===== config.mk =====
export PLATFORM = sky130hd
export DESIGN_NAME = streamin_top
export DESIGN_NICKNAME = d
export VERILOG_FILES = /design/src/source/streamin_pkg.sv /design/src/source/mem_if.sv /design/src/source/streamin_top.sv /design/src/source/cast_in.sv /design/src/source/load_fifo.sv /design/src/source/streamin_ctrl.sv
export SDC_FILE = /design/constraint.sdc
export NUM_CORES = 1
export LEC_CHECK = 0
export ABC_AREA = 1
export BUFFER_PORTS_ARGS = -buffer_cell sky130_fd_sc_hd__buf_4
export CAP_MARGIN = 20
export CORE_ASPECT_RATIO = 0.7
export CORE_MARGIN = 2
export CORE_UTILIZATION = 25
export DETAILED_ROUTE_END_ITERATION = 8
export GPL_ROUTABILITY_DRIVEN = 0
export GPL_TIMING_DRIVEN = 1
export PLACE_DENSITY = 0.44
export SLEW_MARGIN = 20
export SYNTH_ARGS = -nofsm -noshare
export SYNTH_HDL_FRONTEND = slang
export SYNTH_SLANG_ARGS = --single-unit

===== constraint.sdc =====
create_clock -name clk_i -period 4.89 [get_ports clk_i]
set_clock_uncertainty 0.15 [all_clocks]
set_input_delay 0.978 -clock clk_i [delete_from_list [all_inputs] [get_ports clk_i]]
set_output_delay 0.978 -clock clk_i [all_outputs]
set_load 0.01 [all_outputs]

===== src/source/streamin_pkg.sv =====
// Only FP16 and signed INT16 sources are supported, two 16-bit lanes per word.
package streamin_pkg;

  // Bus and job sizes.
  parameter int DATA_W         = 32;  // Two 16-bit lanes per word.
  parameter int LANE_W         = 16;  // One FP16 or INT16 element.
  parameter int ADDR_W         = 16;  // Word address, wraps modulo 2**ADDR_W.
  parameter int LEN_W          = 12;  // Words per job, zero is not a valid job.
  parameter int FIFO_DEPTH_DEF = 4;   // Response FIFO slots.

  // Source element format of a job.
  typedef enum logic {
    FMT_FP16  = 1'b0,  // Lanes already FP16.
    FMT_INT16 = 1'b1   // Signed INT16 lanes, converted on the way out.
  } src_fmt_e;

  // Job FSM of the control block.
  typedef enum logic [1:0] {
    ST_IDLE  = 2'd0,  // Waiting for start.
    ST_RUN   = 2'd1,  // Issuing reads.
    ST_DRAIN = 2'd2,  // All reads granted, waiting for the last output.
    ST_DONE  = 2'd3   // One-cycle done pulse.
  } ctrl_state_e;

endpackage

===== src/source/mem_if.sv =====
// Read-only bus with one r_valid response exactly one cycle after each grant.
`timescale 1ns/1ps

interface mem_if #(
  parameter int ADDR_W = streamin_pkg::ADDR_W,
  parameter int DATA_W = streamin_pkg::DATA_W
) ();

  logic              req;      // Held with addr until gnt.
  logic              gnt;      // Request accepted this cycle.
  logic [ADDR_W-1:0] addr;     // Word address.
  logic              r_valid;  // Response strobe.
  logic [DATA_W-1:0] r_data;   // Response word.

  // The address generator side.
  modport initiator (
    output req,
    output addr,
    input  gnt,
    input  r_valid
  );

  // The response FIFO only sees the returning words.
  modport target (
    input r_valid,
    input r_data
  );

  // Edge toward the external memory.
  modport monitor (
    input  req,
    input  addr,
    output gnt,
    output r_valid,
    output r_data
  );

endinterface


===== src/source/streamin_top.sv =====
// fmt_i is sampled only with an accepted start_i; memory must answer one cycle after gnt.
`timescale 1ns/1ps

module streamin_top #(
  parameter int FIFO_DEPTH = streamin_pkg::FIFO_DEPTH_DEF,
  parameter int ADDR_W     = streamin_pkg::ADDR_W
) (
  input  logic                            clk_i,
  input  logic                            rst_i,
  input  logic                            start_i,
  input  logic [ADDR_W-1:0]               base_i,
  input  logic [ADDR_W-1:0]               stride_i,
  input  logic [streamin_pkg::LEN_W-1:0]  len_i,
  input  streamin_pkg::src_fmt_e          fmt_i,
  output logic                            busy_o,
  output logic                            done_o,
  output logic                            mem_req_o,
  output logic [ADDR_W-1:0]               mem_addr_o,
  input  logic                            mem_gnt_i,
  input  logic                            mem_rvalid_i,
  input  logic [streamin_pkg::DATA_W-1:0] mem_rdata_i,
  output logic [streamin_pkg::DATA_W-1:0] out_data_o,
  output logic                            out_valid_o,
  input  logic                            out_ready_i
);
  import streamin_pkg::*;

  localparam int FREE_W = $clog2(FIFO_DEPTH + 1);

  logic [FREE_W-1:0] fifo_free;
  logic [DATA_W-1:0] fifo_data;
  logic              fifo_valid;
  logic              cast_ready;
  logic              out_fire;
  src_fmt_e          fmt_q;

  mem_if #(.ADDR_W(ADDR_W), .DATA_W(DATA_W)) mem_bus ();

  assign mem_req_o       = mem_bus.req;
  assign mem_addr_o      = mem_bus.addr;
  assign mem_bus.gnt     = mem_gnt_i;
  assign mem_bus.r_valid = mem_rvalid_i;
  assign mem_bus.r_data  = mem_rdata_i;

  assign out_fire = out_valid_o && out_ready_i;

  // Format is held for the whole job, same condition the FSM uses for start.
  always_ff @(posedge clk_i) begin
    if (rst_i) begin
      fmt_q <= FMT_FP16;
    end else if (start_i && !busy_o && !done_o) begin
      fmt_q <= fmt_i;
    end
  end

  streamin_ctrl #(
    .FIFO_DEPTH ( FIFO_DEPTH ),
    .ADDR_W     ( ADDR_W     )
  ) i_ctrl (
    .clk_i      ( clk_i     ),
    .rst_i      ( rst_i     ),
    .start_i    ( start_i   ),
    .base_i     ( base_i    ),
    .stride_i   ( stride_i  ),
    .len_i      ( len_i     ),
    .free_i     ( fifo_free ),
    .out_fire_i ( out_fire  ),
    .mem        ( mem_bus   ),
    .busy_o     ( busy_o    ),
    .done_o     ( done_o    )
  );

  load_fifo #(
    .FIFO_DEPTH ( FIFO_DEPTH )
  ) i_load_fifo (
    .clk_i   ( clk_i      ),
    .rst_i   ( rst_i      ),
    .mem     ( mem_bus    ),
    .data_o  ( fifo_data  ),
    .valid_o ( fifo_valid ),
    .ready_i ( cast_ready ),
    .free_o  ( fifo_free  )
  );

  cast_in i_cast (
    .clk_i   ( clk_i       ),
    .rst_i   ( rst_i       ),
    .fmt_i   ( fmt_q       ),
    .data_i  ( fifo_data   ),
    .valid_i ( fifo_valid  ),
    .ready_o ( cast_ready  ),
    .data_o  ( out_data_o  ),
    .valid_o ( out_valid_o ),
    .ready_i ( out_ready_i )
  );

endmodule


===== src/source/cast_in.sv =====
// INT16 lanes become FP16 with round to nearest even; FP16 lanes pass through untouched.
`timescale 1ns/1ps

module cast_in (
  input  logic                            clk_i,
  input  logic                            rst_i,
  input  streamin_pkg::src_fmt_e          fmt_i,
  input  logic [streamin_pkg::DATA_W-1:0] data_i,
  input  logic                            valid_i,
  output logic                            ready_o,
  output logic [streamin_pkg::DATA_W-1:0] data_o,
  output logic                            valid_o,
  input  logic                            ready_i
);
  import streamin_pkg::*;

  localparam int NUM_LANES = DATA_W / LANE_W;

  logic [DATA_W-1:0] conv;
  logic [DATA_W-1:0] data_q;
  logic              valid_q;

  // Signed 16-bit integer to IEEE half precision.
  function automatic logic [15:0] int16_to_fp16(input logic [15:0] val);
    logic [15:0] mag;
    logic [15:0] norm;
    logic [4:0]  lead;
    logic        round_up;
    logic [10:0] rnd;
    mag  = val[15] ? (~val + 16'd1) : val;  // -32768 gives 16'h8000.
    lead = '0;
    for (int i = 0; i < 16; i++) begin
      if (mag[i]) lead = 5'(i);  // Highest set bit wins.
    end
    norm     = mag << (4'd15 - lead[3:0]);  // Leading one now at bit 15.
    round_up = norm[4] && ((norm[3:0] != '0) || norm[5]);  // Guard, sticky, lsb.
    rnd      = {1'b0, norm[14:5]} + 11'(round_up);
    if (mag == '0) return 16'h0000;
    // A mantissa carry bumps the exponent and leaves the fraction at zero.
    return {val[15], 5'd15 + lead + 5'(rnd[10]), rnd[9:0]};
  endfunction

  always_comb begin
    for (int l = 0; l < NUM_LANES; l++) begin
      if (fmt_i == FMT_INT16) begin
        conv[l*LANE_W +: LANE_W] = int16_to_fp16(data_i[l*LANE_W +: LANE_W]);
      end else begin
        conv[l*LANE_W +: LANE_W] = data_i[l*LANE_W +: LANE_W];
      end
    end
  end

  // Single output stage, takes a new word when empty or being drained.
  assign ready_o = !valid_q || ready_i;
  assign valid_o = valid_q;
  assign data_o  = data_q;

  always_ff @(posedge clk_i) begin
    if (rst_i) begin
      valid_q <= 1'b0;
    end else if (ready_o) begin
      valid_q <= valid_i;
    end
  end

  always_ff @(posedge clk_i) begin
    if (ready_o && valid_i) data_q <= conv;  // Holds while the sink stalls.
  end

endmodule


===== src/source/load_fifo.sv =====
// Has no overflow protection of its own; the requester must reserve a slot per read.
`timescale 1ns/1ps

module load_fifo #(
  parameter int  FIFO_DEPTH = streamin_pkg::FIFO_DEPTH_DEF,
  localparam int FREE_W     = $clog2(FIFO_DEPTH + 1)
) (
  input  logic                            clk_i,
  input  logic                            rst_i,
  mem_if.target                           mem,
  output logic [streamin_pkg::DATA_W-1:0] data_o,
  output logic                            valid_o,
  input  logic                            ready_i,
  output logic [FREE_W-1:0]               free_o
);
  import streamin_pkg::*;

  localparam int PTR_W = (FIFO_DEPTH > 1) ? $clog2(FIFO_DEPTH) : 1;

  logic [DATA_W-1:0] buf_q [FIFO_DEPTH];
  logic [PTR_W-1:0]  wr_ptr_q;
  logic [PTR_W-1:0]  rd_ptr_q;
  logic [FREE_W-1:0] count_q;
  logic              push;
  logic              pop;

  // Pointer step that also works for depths that are not a power of two.
  function automatic logic [PTR_W-1:0] ptr_next(input logic [PTR_W-1:0] ptr);
    if (ptr == PTR_W'(FIFO_DEPTH - 1)) return '0;
    return ptr + 1'b1;
  endfunction

  assign push    = mem.r_valid;          // Every response is accepted.
  assign pop     = valid_o && ready_i;
  assign valid_o = count_q != '0;
  assign data_o  = buf_q[rd_ptr_q];      // Head word, stable until popped.
  assign free_o  = FREE_W'(FIFO_DEPTH) - count_q;

  always_ff @(posedge clk_i) begin
    if (push) buf_q[wr_ptr_q] <= mem.r_data;
  end

  always_ff @(posedge clk_i) begin
    if (rst_i) begin
      wr_ptr_q <= '0;
      rd_ptr_q <= '0;
      count_q  <= '0;
    end else begin
      if (push) wr_ptr_q <= ptr_next(wr_ptr_q);
      if (pop) rd_ptr_q <= ptr_next(rd_ptr_q);
      case ({push, pop})
        2'b10:   count_q <= count_q + 1'b1;
        2'b01:   count_q <= count_q - 1'b1;
        default: count_q <= count_q;
      endcase
    end
  end

  // The requester's slot reservation must keep responses out of a full FIFO.
  assert property (@(posedge clk_i) disable iff (rst_i)
    push |-> count_q < FREE_W'(FIFO_DEPTH))
    else $error("Response written into a full FIFO.");

endmodule


===== src/source/streamin_ctrl.sv =====
// len_i must be nonzero; start_i is ignored unless idle and only reset aborts a job.
`timescale 1ns/1ps

module streamin_ctrl #(
  parameter int   FIFO_DEPTH = streamin_pkg::FIFO_DEPTH_DEF,
  parameter int   ADDR_W     = streamin_pkg::ADDR_W,
  localparam int  FREE_W     = $clog2(FIFO_DEPTH + 1)
) (
  input  logic                           clk_i,
  input  logic                           rst_i,
  input  logic                           start_i,
  input  logic [ADDR_W-1:0]              base_i,
  input  logic [ADDR_W-1:0]              stride_i,
  input  logic [streamin_pkg::LEN_W-1:0] len_i,
  input  logic [FREE_W-1:0]              free_i,
  input  logic                           out_fire_i,
  mem_if.initiator                       mem,
  output logic                           busy_o,
  output logic                           done_o
);
  import streamin_pkg::*;

  ctrl_state_e       state_q;
  logic [ADDR_W-1:0] addr_q;
  logic [ADDR_W-1:0] stride_q;
  logic [LEN_W-1:0]  len_q;
  logic [LEN_W-1:0]  issue_cnt_q;  // Words granted so far.
  logic [LEN_W-1:0]  out_cnt_q;    // Words accepted at the output.
  logic [FREE_W-1:0] outst_q;      // Granted, response not yet in the FIFO.
  logic              grant;
  logic              last_issue;
  logic              last_out;

  // A slot is reserved for every grant, so only request with spare room.
  assign mem.req  = (state_q == ST_RUN) && (outst_q < free_i);
  assign mem.addr = addr_q;

  assign grant      = mem.req && mem.gnt;
  assign last_issue = issue_cnt_q == len_q - 1'b1;
  assign last_out   = out_cnt_q == len_q - 1'b1;

  assign busy_o = (state_q == ST_RUN) || (state_q == ST_DRAIN);
  assign done_o = state_q == ST_DONE;

  always_ff @(posedge clk_i) begin
    if (rst_i) begin
      state_q     <= ST_IDLE;
      issue_cnt_q <= '0;
      out_cnt_q   <= '0;
      outst_q     <= '0;
    end else begin
      case (state_q)
        ST_IDLE: begin
          if (start_i) begin
            state_q     <= ST_RUN;
            issue_cnt_q <= '0;
            out_cnt_q   <= '0;
          end
        end
        ST_RUN: begin
          if (grant && last_issue) state_q <= ST_DRAIN;  // Last read granted.
        end
        ST_DRAIN: begin
          if (out_fire_i && last_out) state_q <= ST_DONE;
        end
        default: state_q <= ST_IDLE;  // ST_DONE lasts one cycle.
      endcase

      if (grant) issue_cnt_q <= issue_cnt_q + 1'b1;
      if (out_fire_i && busy_o) out_cnt_q <= out_cnt_q + 1'b1;

      case ({grant, mem.r_valid})
        2'b10:   outst_q <= outst_q + 1'b1;
        2'b01:   outst_q <= outst_q - 1'b1;
        default: outst_q <= outst_q;  // Both or neither cancel out.
      endcase
    end
  end

  // Job parameters and the running address.
  always_ff @(posedge clk_i) begin
    if (state_q == ST_IDLE && start_i) begin
      addr_q   <= base_i;
      stride_q <= stride_i;
      len_q    <= len_i;
    end else if (grant) begin
      addr_q <= addr_q + stride_q;  // Wraps at 2**ADDR_W.
    end
  end

  // A pending request keeps its address until the memory grants it.
  assert property (@(posedge clk_i) disable iff (rst_i)
    mem.req && !mem.gnt |=> mem.req && $stable(mem.addr))
    else $error("Memory request withdrawn before its grant.");

  // Responses in flight plus FIFO words stay within the FIFO.
  assert property (@(posedge clk_i) disable iff (rst_i)
    outst_q <= free_i)
    else $error("More words reserved than FIFO slots.");

endmodule


# --- Yosys cells after proc, flatten, opt, wreduce, memory -nomap -nowiden ---
# Memory sizes are Yosys's and may differ from the RTL's. A register that Yosys moved wholly into a read port is not among the register bits.
# Index checks and enable logic that the tools add are counted.
classes:
  eq_ne: 14
  reduce_logical: 35
  order_cmp: 1
  shifts: 2
  muxes: 70
  bitwise: 2
  add_sub_neg: 21
ops:
  columns: ["op", "count"]
  rows:
  - ["two-way mux 16 bit", 10]
  - ["two-way mux 4 bit", 16]
  - ["two-way mux 12 bit", 4]
  - ["adder 16 x 1 -> 16 bit (second input constant)", 2]
  - ["logical NOT 16 bit", 2]
  - ["NOT 16 bit", 2]
  - ["<< shifter 16 x 4 -> 15 bit", 2]
  - ["two-way mux 2 bit", 13]
  - ["adder 12 x 1 -> 12 bit (second input constant)", 2]
  - ["equality test 12 bit", 2]
  - ["two-way mux 3 bit", 8]
  - ["adder 10 x 1 -> 11 bit", 2]
  - ["adder 16 bit", 1]
  - ["two-way mux 1 bit", 14]
  - ["nonzero test 2 bit", 7]
  - ["equality test 2 bit (second input constant)", 6]
  - ["logical AND 1 bit", 12]
  - ["case mux 3 bit (2 select lines)", 2]
  - ["subtractor 12 x 1 -> 12 bit (second input constant)", 1]
  - ["adder 4 x 5 -> 5 bit (first input constant)", 2]
  - ["adder 5 x 1 -> 5 bit", 2]
  - ["two-way mux 5 bit", 2]
  - ["nonzero test 4 bit", 2]
  - ["subtractor 4 bit (first input constant)", 2]
  - ["other kinds (14)", 27]
totals:
  n_memories: 1
  ramBits: 128
  out_inout_bits: 52
  reg_bits: 114
memory_table:
  columns: ["name", "words", "width", "rd", "rd_clocked_by_memory_dff", "write_ports", "line", "text"]
  rows:
  - ["i_load_fifo.buf_q", 4, 32, 1, 1, 1, "load_fifo.sv:20", "logic [DATA_W-1:0] buf_q [FIFO_DEPTH];"]

# --- Depth between registers and ports, before layout ---
# Gate-level depths: netlist (run 1).
depth:
  word_depth: 28
  depth_mapped: 42

# --- Modules after synthesis ---
# A second synthesis (run 1) with hierarchy kept.
unflattened:
  hier_cells: 1690
  hier_area_um2: 14247.4
modules_own_cells:
  columns: ["module", "area_per_inst_um2", "cells_each", "instances", "seq_area_each_um2"]
  rows:
  - ["load_fifo", 5273.8, 374, 1, 4023.9]
  - ["streamin_ctrl", 4479.3, 577, 1, 1901.8]
  - ["cast_in", 4426.7, 727, 1, 980.9]
  - ["streamin_top", 67.6, 12, 1, 20.0]

# --- Worst setup path before layout (run 1) ---
# No wires, ideal clock.
synth_timing:
  kind: "register -> register"
  startpoint: "register (tool-made name)"
  endpoint: "register i_cast.data_q[12], in the netlist i_cast.data_o[12], data pin"
  arrival_time_ps: 4153
  required_time_ps: 4472
  period_less_slack_ps: 4571
  setup_time_ps: 268
  setup_slack_ps: 319
  stages_incl_launch_ff: 38
  path_cell_list: "dfxtp_1 > buf_6 > buf_6 > nand2_1 > nand3_1 > nand2_4 > ha_1 > nor2_1 > xor2_1 > nand2_1 > nand2_1 > nand2_1 > nand2_1 > nand2_1 > nand2_1 > nand2_1 > nand2_1 > nand2_1 > (+2 left out) > nand2_4 > nand2_8 > o21ai_2 > nand2_1 > nand2_1 > nand2_1 > nor3_4 > ha_1 > inv_1 > nor2_1 > nand2_1 > nor2_2 > nand3_1 > ha_1 > ha_1 > inv_1 > xor2_1 > o22ai_1"
synth_lines:
  columns: ["item", "line", "text"]
  rows:
  - ["end signal, assigned", "cast_in.sv:67", "if (ready_o && valid_i) data_q <= conv;"]
  - ["end, declared", "cast_in.sv:20", "logic [DATA_W-1:0] data_q;"]

==> results of run 1 <==
## placed cells by master (no fill, tap or decap), types with 21 or more instances in the layout
cell,netlist,layout
nand2_1,463,441
buf_4,8,228
edfxtp_1,204,204
nand3_1,194,180
inv_1,137,137
nor2_1,77,68
a21oi_1,66,63
o21ai_0,50,48
dfxtp_1,40,39
nand2_2,22,37
ha_1,41,36
clkbuf_16,0,32
xor2_1,32,26
nand3_2,8,21
## flip-flops by register name, indices dropped and copies added (netlist names), named ones only
signal and cells:
i_load_fifo.buf_q 128, i_cast.data_o 32, i_ctrl.mem.addr 16, i_ctrl.stride_q 16
i_ctrl.issue_cnt_q 12, i_ctrl.len_q 12, i_ctrl.out_cnt_q 12, i_ctrl.outst_q 3
i_load_fifo.count_q 3, i_ctrl.state_q 2, i_load_fifo.rd_ptr_q 2, i_load_fifo.wr_ptr_q 2
fmt_q 1, i_cast.valid_o 1
## cell type report
type,instances,area (µm²),area share [%]
antenna,2,5.00,0.0281
clock buffer,37,807,4.53
clock inverter,15,170,0.955
inverter,162,623,3.50
multi-input combinational,1130,6380,35.8
sequential,244,6930,38.9
tap,740,926,5.20
timing repair buffer,241,1960,11.0
timing repair inverter,1,7.51,0.0421
## through the flow
stage | area, µm² | worst slack, ps | std cells | setup TNS [ps] | hold slack, ps
floorplan | 13800 | 319 | 1579 | 0 | 272
global placement | 16100 | -15.0 | 2481 | -15.0 | 295
detailed placement | 16100 | -55.3 | 2481 | -103 | 293
CTS | 17200 | 0.583 | 2539 | 0 | 307
global route | 17800 | -150 | 2570 | -465 | 328
finish | 17800 | 162 | 2572 | 0 | 309
## kinds of logic after synthesis
kind of cell | Yosys count | share of synthesized area, %
buffers and inverters | 207 | 6.56
XOR/XNOR | 52 | 3.78
AND/OR/NAND/NOR | 835 | 26.8
adder cells (fa/ha/maj) | 44 | 4.14
AO/OA/AOI/OAI | 197 | 8.71
flip-flops | 244 | 50.0
## worst paths after layout
kind,start,endpoint,cells past startpoint,slack (ps)
min reg2reg,i_load_fifo.count_q[0],i_load_fifo.count_q[0],1,310
max reg2reg,flip-flop,i_cast.data_o[28],28,160
max,flip-flop,i_cast.data_o[28],28,160
min,i_load_fifo.count_q[0],i_load_fifo.count_q[0],1,310
## critical path: cells and delay by family, from the launching register on
family	cells	cell delay, ps
AO/OA/AOI/OAI	5	760
XOR/XNOR	2	310
AND/OR/NAND/NOR	10	1210
adder cells (fa/ha/maj)	3	580
buffers and inverters	8	980
flip-flops	1	440
## metal layers
metal  routed length, µm  GRT usage [%]  vias up
li1                    -              -     5837
met1               21800           21.8     5319
met2               16200           18.9      239
met3                2270           3.06       41
met4                 661           2.67        0
met5                   0              0        -
## what timing repair did
item                       4_1_cts  5_1_grt
setup buffers                    4       25
cloned                           2        6
setup endpoints to repair        3       10
pin swaps                        1       29
resized for setup                3       94
## synthesized netlist by cell type (2+ instances only)
master     count
nand4_1       15
o21ai_1       12
a211oi_1       9
o21bai_1       5
nand2_4        3
xor2_1        32
nor3_1        18
xor2_2         8
xnor2_1       11
nand2_1      463
a32o_1         9
o21a_1         2
nor2_2         6
a21oi_4        2
a21oi_1       66
nand3_1      194
nor2_4         4
inv_1        137
nand3b_1       4
buf_6         10
o211ai_1       2
o21ai_2        3
a221oi_1       3
or2_2          6
inv_2         21
o22ai_1       15
buf_4          8
clkbuf_1      10
buf_2         17
nor4_1         5
edfxtp_1     204
fa_1           3
nor2_1        77
ha_1          41
dfxtp_1       40
nand2_2       22
nand3_2        8
a31oi_1        4
o31ai_1        6
inv_4          2
and2_1         3
o2111ai_1      2
clkinv_1       2
o21ai_0       50
==> impl_metrics.toml, run 1 <==
[floorplanning]
core_um2 = 55000
num_rows = 72
io_pins = 135
start_util_pct = 25.2
die_y_um = 201
die-area_um2 = 57300
die_w_um = 285

[worst_setup_path]
cp_max_fo = 15
crit_slowest_cell = "dfxtp_4"
endpoint_kind = "flip-flop"
slowest_delay_ps = 440
critPathRequiredTime_ps = 5030
worst_ep_arrival_time_ps = 4870
startpoint_type = "flip-flop"
path_class = "reg -> reg"

[detailed_routing]
viasPerCell = 4.45
ant_nets = 0
first_iter_violations = 898
drt-total-wl_um = 41000
via_count = 11436
drc = 0
firstDrtPassIters = 7
avgRoutedWirePerCell_um = 15.9

[global_route]
grt-ovfl-total = 0
grt_pass1_vias = 10749
grt.total_usage_pct = 13.8
antenna_found_initial = 3
grt_pass1_wl_um = 62500
grt_max_degree = 55

[placed_design]
dp_hpwl_um = 29600
portBuffers = 134

[timing]
period_needed_ps = 4730
worst_pin_slew_ps = 819
slew_headroom_pct = 45.4
finalCritPeriodShare_pct = 96.7
max_freq_mhz = 212
report.final.slew_viol_count = 0
finalHoldViolations = 0
rsz0062_at_grt = "true"
finalSetupViolCount = 0

[clock_network]
tritoncts = "built"
clock_latency_ps = 600
htreeDepth = 1
clock_sinks = 244
clk_pin_slew_ps = 70
cts_buffer_depth = 3
cts.root.buffer_cell = "clkbuf_16"
cts_hold_buf = 0
cts_made_buffers = 28

[cells_and_area]
final_core_util_pct = 32.4
drive_above_1_share_pct = 25.0
n_fill_cell = 5753
nNetsFinal = 1935
syn_to_final_growth_pct = 28.6

[synth]
synth_nets = 1706
synth_edf_count = 204
syn_area_um2 = 13800
synth_top_area_cell = "edfxtp_1"
ys_types = 59
synthFlopType = "edfxtp_1"
synth_seq_cells = 244
netlist_instances = 1579
ys_seq_area_share_pct = 50.0
ys_warn_count = 0
async_flop_share_pct = 0
synth_top_area_share_pct = 44.2
avgSynthCellArea_um2 = 8.77
synth_top_cells_by_area = "edfxtp_1 (44%), nand2_1 (13%), nand3_1 (7.0%)"

[min_path]
hold_path_class = "reg -> reg"

[job]
cap_violations = 0

[outcome]
status = "finished clean"
Power of run 1 is left out: the tool's default activity adds up to more than one toggle a clock period on the data nets, which glitch-free logic cannot reach.
==> run 2, diff against run 1 <==
--- a/config.mk
+++ b/config.mk
@@ -9,7 +9,7 @@
 export BUFFER_PORTS_ARGS = -buffer_cell sky130_fd_sc_hd__buf_4
 export CAP_MARGIN = 20
 export CORE_ASPECT_RATIO = 0.7
-export CORE_MARGIN = 2
+export CORE_MARGIN = 5
 export CORE_UTILIZATION = 25
 export DETAILED_ROUTE_END_ITERATION = 8
 export GPL_ROUTABILITY_DRIVEN = 0
==> run 2 against run 1 <==
Net effect: critical path depth rose by 5; maximum frequency is 0.24% lower; via count rose by 1.8%; hold slack worse by 6.2 ps; register-to-register slack is essentially flat; design area grew 1.6%; sequential share of layout area decreased by 0.62 points; critical path type unchanged; critical endpoint is now i_cast.data_o[12].
==> impl_metrics.toml, run 2 (same netlist as run 1, synthesis figures left out) <==
[outcome]
status = "finished clean"

[cells_and_area]
final_core_util_pct = 32.9
nNetsFinal = 1956
drive_above_1_share_pct = 26.4
layout_commonest_cell = "nand2_1"
mostFrequentLayoutCells = "nand2_1 (436), buf_4 (249), edfxtp_1 (204)"
n_fill_cell = 5656
multi_input_area_um2 = 6490
seq_area_um2 = 6930
top_register = "i_load_fifo.buf_q"
syn_to_final_growth_pct = 30.7
largest_reg_flops = 128
post-route-cell-area_um2 = 18100

[detailed_routing]
drc = 0
wl_met2_um = 16700
viasPerCell = 4.49
wl_met1_um = 21800
highest_layer = "met5"
avgRoutedWirePerCell_um = 16.0
drt-total-wl_um = 41400
firstDrtPassIters = 5
wl_met3_um = 2270
ant_nets = 0
first_iter_violations = 885
via_count = 11638

[worst_setup_path]
path_class = "reg -> reg"
endpoint_kind = "flip-flop"
critPathRequiredTime_ps = 5030
cp_max_fo = 20
worst_ep_arrival_time_ps = 4880
reg2reg_depth = 33
crit_slowest_cell = "dfxtp_4"
startpoint_type = "flip-flop"
crit_top_cell = "nand2_2"
slowest_delay_ps = 390

[placed_design]
dp_hpwl_um = 30500
place_ws_ps = -121
dpl_cell_area_um2 = 16200
portBuffers = 134

[floorplanning]
num_rows = 72
io_pins = 135
start_util_pct = 25.2
die_w_um = 291
core_um2 = 55000
die_y_um = 207
die-area_um2 = 60300

[clock_network]
clock_sinks = 244
cts_made_buffers = 28
cts_buffer_depth = 3
cts.root.buffer_cell = "clkbuf_16"
clk_pin_slew_ps = 60
htreeDepth = 1
tritoncts = "built"
cts_hold_buf = 0
clock_latency_ps = 590

[timing]
worst_pin_slew_ps = 818
finalSetupViolCount = 0
rsz0062_at_grt = "true"
finalCritPeriodShare_pct = 96.9
max_freq_mhz = 211
worst_slack_ps = 151
report.final.slew_viol_count = 0
slew_headroom_pct = 45.4
period_needed_ps = 4740
finalHoldViolations = 0
fin_setup_tns_ps = 0

[global_route]
grt-ovfl-total = 0
grt_pass1_vias = 10887
grt_max_degree = 55
antenna_found_initial = 5
grt_pass1_wl_um = 63100
grt.total_usage_pct = 13.2

[min_path]
min_path_cells = 1
hold_path_class = "reg -> reg"

[job]
cap_violations = 0
## run 2: cell types whose count changed in the layout (fill, tap and decap cells not counted), moves of 5 or more
cell	before	now
clkbuf_1	4	10
nand3_1	180	175
buf_4	228	249
nand2_1	441	436
clkinv_2	5	0
## run 2: path summary, 6_finish.rpt
check / start / end / slack, ps
setup / recovery: flip-flop / i_cast.data_o[12] / 150
hold / removal: i_load_fifo.count_q[0] / i_load_fifo.count_q[0] / 300
setup reg to reg: flip-flop / i_cast.data_o[12] / 150
hold reg to reg: i_load_fifo.count_q[0] / i_load_fifo.count_q[0] / 300
## run 2: repair_timing
item	in CTS	in global routing
pin swaps	6	36
gates cloned	1	3
setup buffers	6	30
hold endpoints to repair	0	0
setup endpoints to repair	3	10
gates resized for setup	17	108
## run 2: final cells by class
cell class / instances / share of cell area [%]
tap: 740 / 5.12
clock inverter: 7 / 0.912
multi-input combinational: 1129 / 35.9
timing repair buffer: 264 / 11.7
clock buffer: 45 / 4.61
inverter: 162 / 3.44
sequential: 244 / 38.3
antenna: 1 / 0.0138
## run 2: metal layers
metal  vias to the layer above  global-route usage (%)
met5                         -                       0
met1                      5490                    20.8
met4                         8                    2.53
met3                        49                    2.84
li1                       5875                       -
met2                       216                    18.4
## run 2: worst max-delay path: cells and delay by family (launching register included)
kind / cells / cell delay, ps
AOI/OAI and AO/OA: 2 / 240
xor gates and xnor gates: 2 / 390
and+or+nand+nor: 21 / 2080
buffers and inverters: 5 / 650
adders and majority gates: 3 / 530
DFF: 1 / 390
## run 2: through the flow
step / cells / hold slack (ps)
after CTS: 2558 / 309
after global placement: 2499 / 295
after detailed placement: 2499 / 300
final: 2592 / 303
after global routing: 2592 / 344
after floorplan: 1579 / 272
Power of run 2 is left out for the same reason.
==> run 3, diff against run 2 <==
--- a/config.mk
+++ b/config.mk
@@ -15,6 +15,7 @@
 export GPL_ROUTABILITY_DRIVEN = 0
 export GPL_TIMING_DRIVEN = 1
 export PLACE_DENSITY = 0.44
+export REMOVE_ABC_BUFFERS = 1
 export SLEW_MARGIN = 20
 export SYNTH_ARGS = -nofsm -noshare
 export SYNTH_HDL_FRONTEND = slang
==> run 3 against run 2 <==
Net effect: cell count is 0.73% higher; first-iteration DRC count is 12% higher; die area stayed put; wire length is 2.3% higher.
==> impl_metrics.toml, run 3 (same netlist as run 1, synthesis figures left out) <==
[outcome]
status = "finished clean"

[min_path]
hold_path_class = "reg -> reg"

[timing]
finalHoldViolations = 0
worst_slack_ps = 143
slew_headroom_pct = 35.2
rsz0062_at_grt = "true"
report.final.slew_viol_count = 0
max_freq_mhz = 211
worst_pin_slew_ps = 970
finalSetupViolCount = 0
finalCritPeriodShare_pct = 97.1
period_needed_ps = 4750

[global_route]
grt_pass1_wl_um = 63000
grt_pass1_vias = 10865
use_met3_pct = 3.19
use_met1_pct = 20.0
grt-ovfl-total = 0
busiest_layer = "met1"
antenna_found_initial = 3
grt.total_usage_pct = 13.0
grt_max_degree = 55
gr-usage-met2_pct = 18.7

[placed_design]
dp_hpwl_um = 29900
placedCellCount = 2489
portBuffers = 134
dpl_cell_area_um2 = 16200
place_ws_ps = -20.0

[cells_and_area]
layout_commonest_cell = "nand2_1"
mostFrequentLayoutCells = "nand2_1 (430), buf_4 (255), edfxtp_1 (204)"
instances_no_fill = 2611
nNetsFinal = 1976
largest_reg_flops = 128
syn_to_final_growth_pct = 33.1
top_register = "i_load_fifo.buf_q"
drive_above_1_share_pct = 28.3
antenna_cells = 0
post-route-cell-area_um2 = 18400

[clock_network]
clk_pin_slew_ps = 60
cts_made_buffers = 28
cts_buffer_depth = 3
clock_sinks = 244
htreeDepth = 1
tritoncts = "built"
clock_latency_ps = 550
cts.root.buffer_cell = "clkbuf_16"

[floorplanning]
start_util_pct = 25.2
core_um2 = 55000
num_rows = 72
io_pins = 135
die-area_um2 = 60300
die_w_um = 291
die_y_um = 207

[worst_setup_path]
critPathCapture = "i_cast.data_o[12]"
reg2reg_depth = 30
reg2reg_slack_ps = 140
slowest_delay_ps = 440
r2r_end = "i_cast.data_o[12]"
worst_ep_arrival_time_ps = 4890
startpoint_type = "flip-flop"
cp_max_fo = 9
critPathRequiredTime_ps = 5040
endpoint_kind = "flip-flop"
path_class = "reg -> reg"
crit_slowest_cell = "dfxtp_4"

[detailed_routing]
drt-total-wl_um = 42400
via_count = 11942
firstDrtPassIters = 6
drc = 0
first_iter_violations = 995
viasPerCell = 4.57
avgRoutedWirePerCell_um = 16.2
ant_nets = 0

[job]
cap_violations = 0
-- run 3: critical path: cells and delay by family (launching register included) --
family / cells / cell delay (ps)
AND/OR/NAND/NOR: 17 / 2180
adder cells (fa/ha/maj): 3 / 550
buffers and inverters: 5 / 450
flip-flops: 1 / 440
XOR/XNOR: 2 / 380
AO/OA/AOI/OAI: 3 / 340
-- run 3: layout make-up --
type | instances | area, µm²
fillers | 5630 | 36600
flip-flops and latches | 244 | 6930
multi-input cells | 1129 | 6630
repair buffers | 282 | 2370
well taps | 740 | 926
clock buffers | 33 | 741
inverters | 162 | 631
clock inverters | 19 | 198
repair inverters | 2 | 16.3
-- run 3: layer usage --
| metal | share of wire (%) | wire length (µm) | vias up |
|---|---|---|---|
| met5 | 0.097 | 41 | - |
| met4 | 2.2 | 952 | 6 |
| met3 | 7.5 | 3180 | 79 |
| met2 | 41 | 17400 | 403 |
| met1 | 49 | 20800 | 5543 |
| li1 | - | - | 5911 |
-- run 3: timing repair --
action | 4_1_cts | 5_1_grt
hold buffers | 0 | 0
buffers inserted | 2 | 58
setup endpoints to repair | 1 | 10
pin swaps | 2 | 68
cloned | 0 | 10
resized for setup | 4 | 160
-- run 3: how the worst min path moves through the flow --
stage	startpoint	slack, ps	to	depth (start not counted)
2_1_floorplan	i_load_fifo.count_q[0]	270	i_load_fifo.count_q[0]	1
3_5_place_dp	i_load_fifo.count_q[0]	300	i_load_fifo.count_q[0]	1
6_report	i_load_fifo.count_q[0]	310	i_load_fifo.count_q[0]	1
4_1_cts	i_load_fifo.count_q[0]	310	i_load_fifo.count_q[0]	1
3_3_place_gp	i_load_fifo.count_q[0]	300	i_load_fifo.count_q[0]	1
5_1_grt	i_load_fifo.count_q[0]	340	i_load_fifo.count_q[0]	1
-- run 3: per-stage QoR --
| stage | util, % | setup TNS (ps) | hold WS [ps] |
|---|---|---|---|
| 6_report | 33.5 | 0 | 307 |
| 4_1_cts | 31.1 | 0 | 305 |
| 5_1_grt | 33.5 | -516 | 341 |
| 3_3_place_gp | 29.4 | 0 | 295 |
| 3_5_place_dp | 29.4 | -20.0 | 297 |
| 2_1_floorplan | - | -19140 | 273 |
Power of run 3 is left out for the same reason.
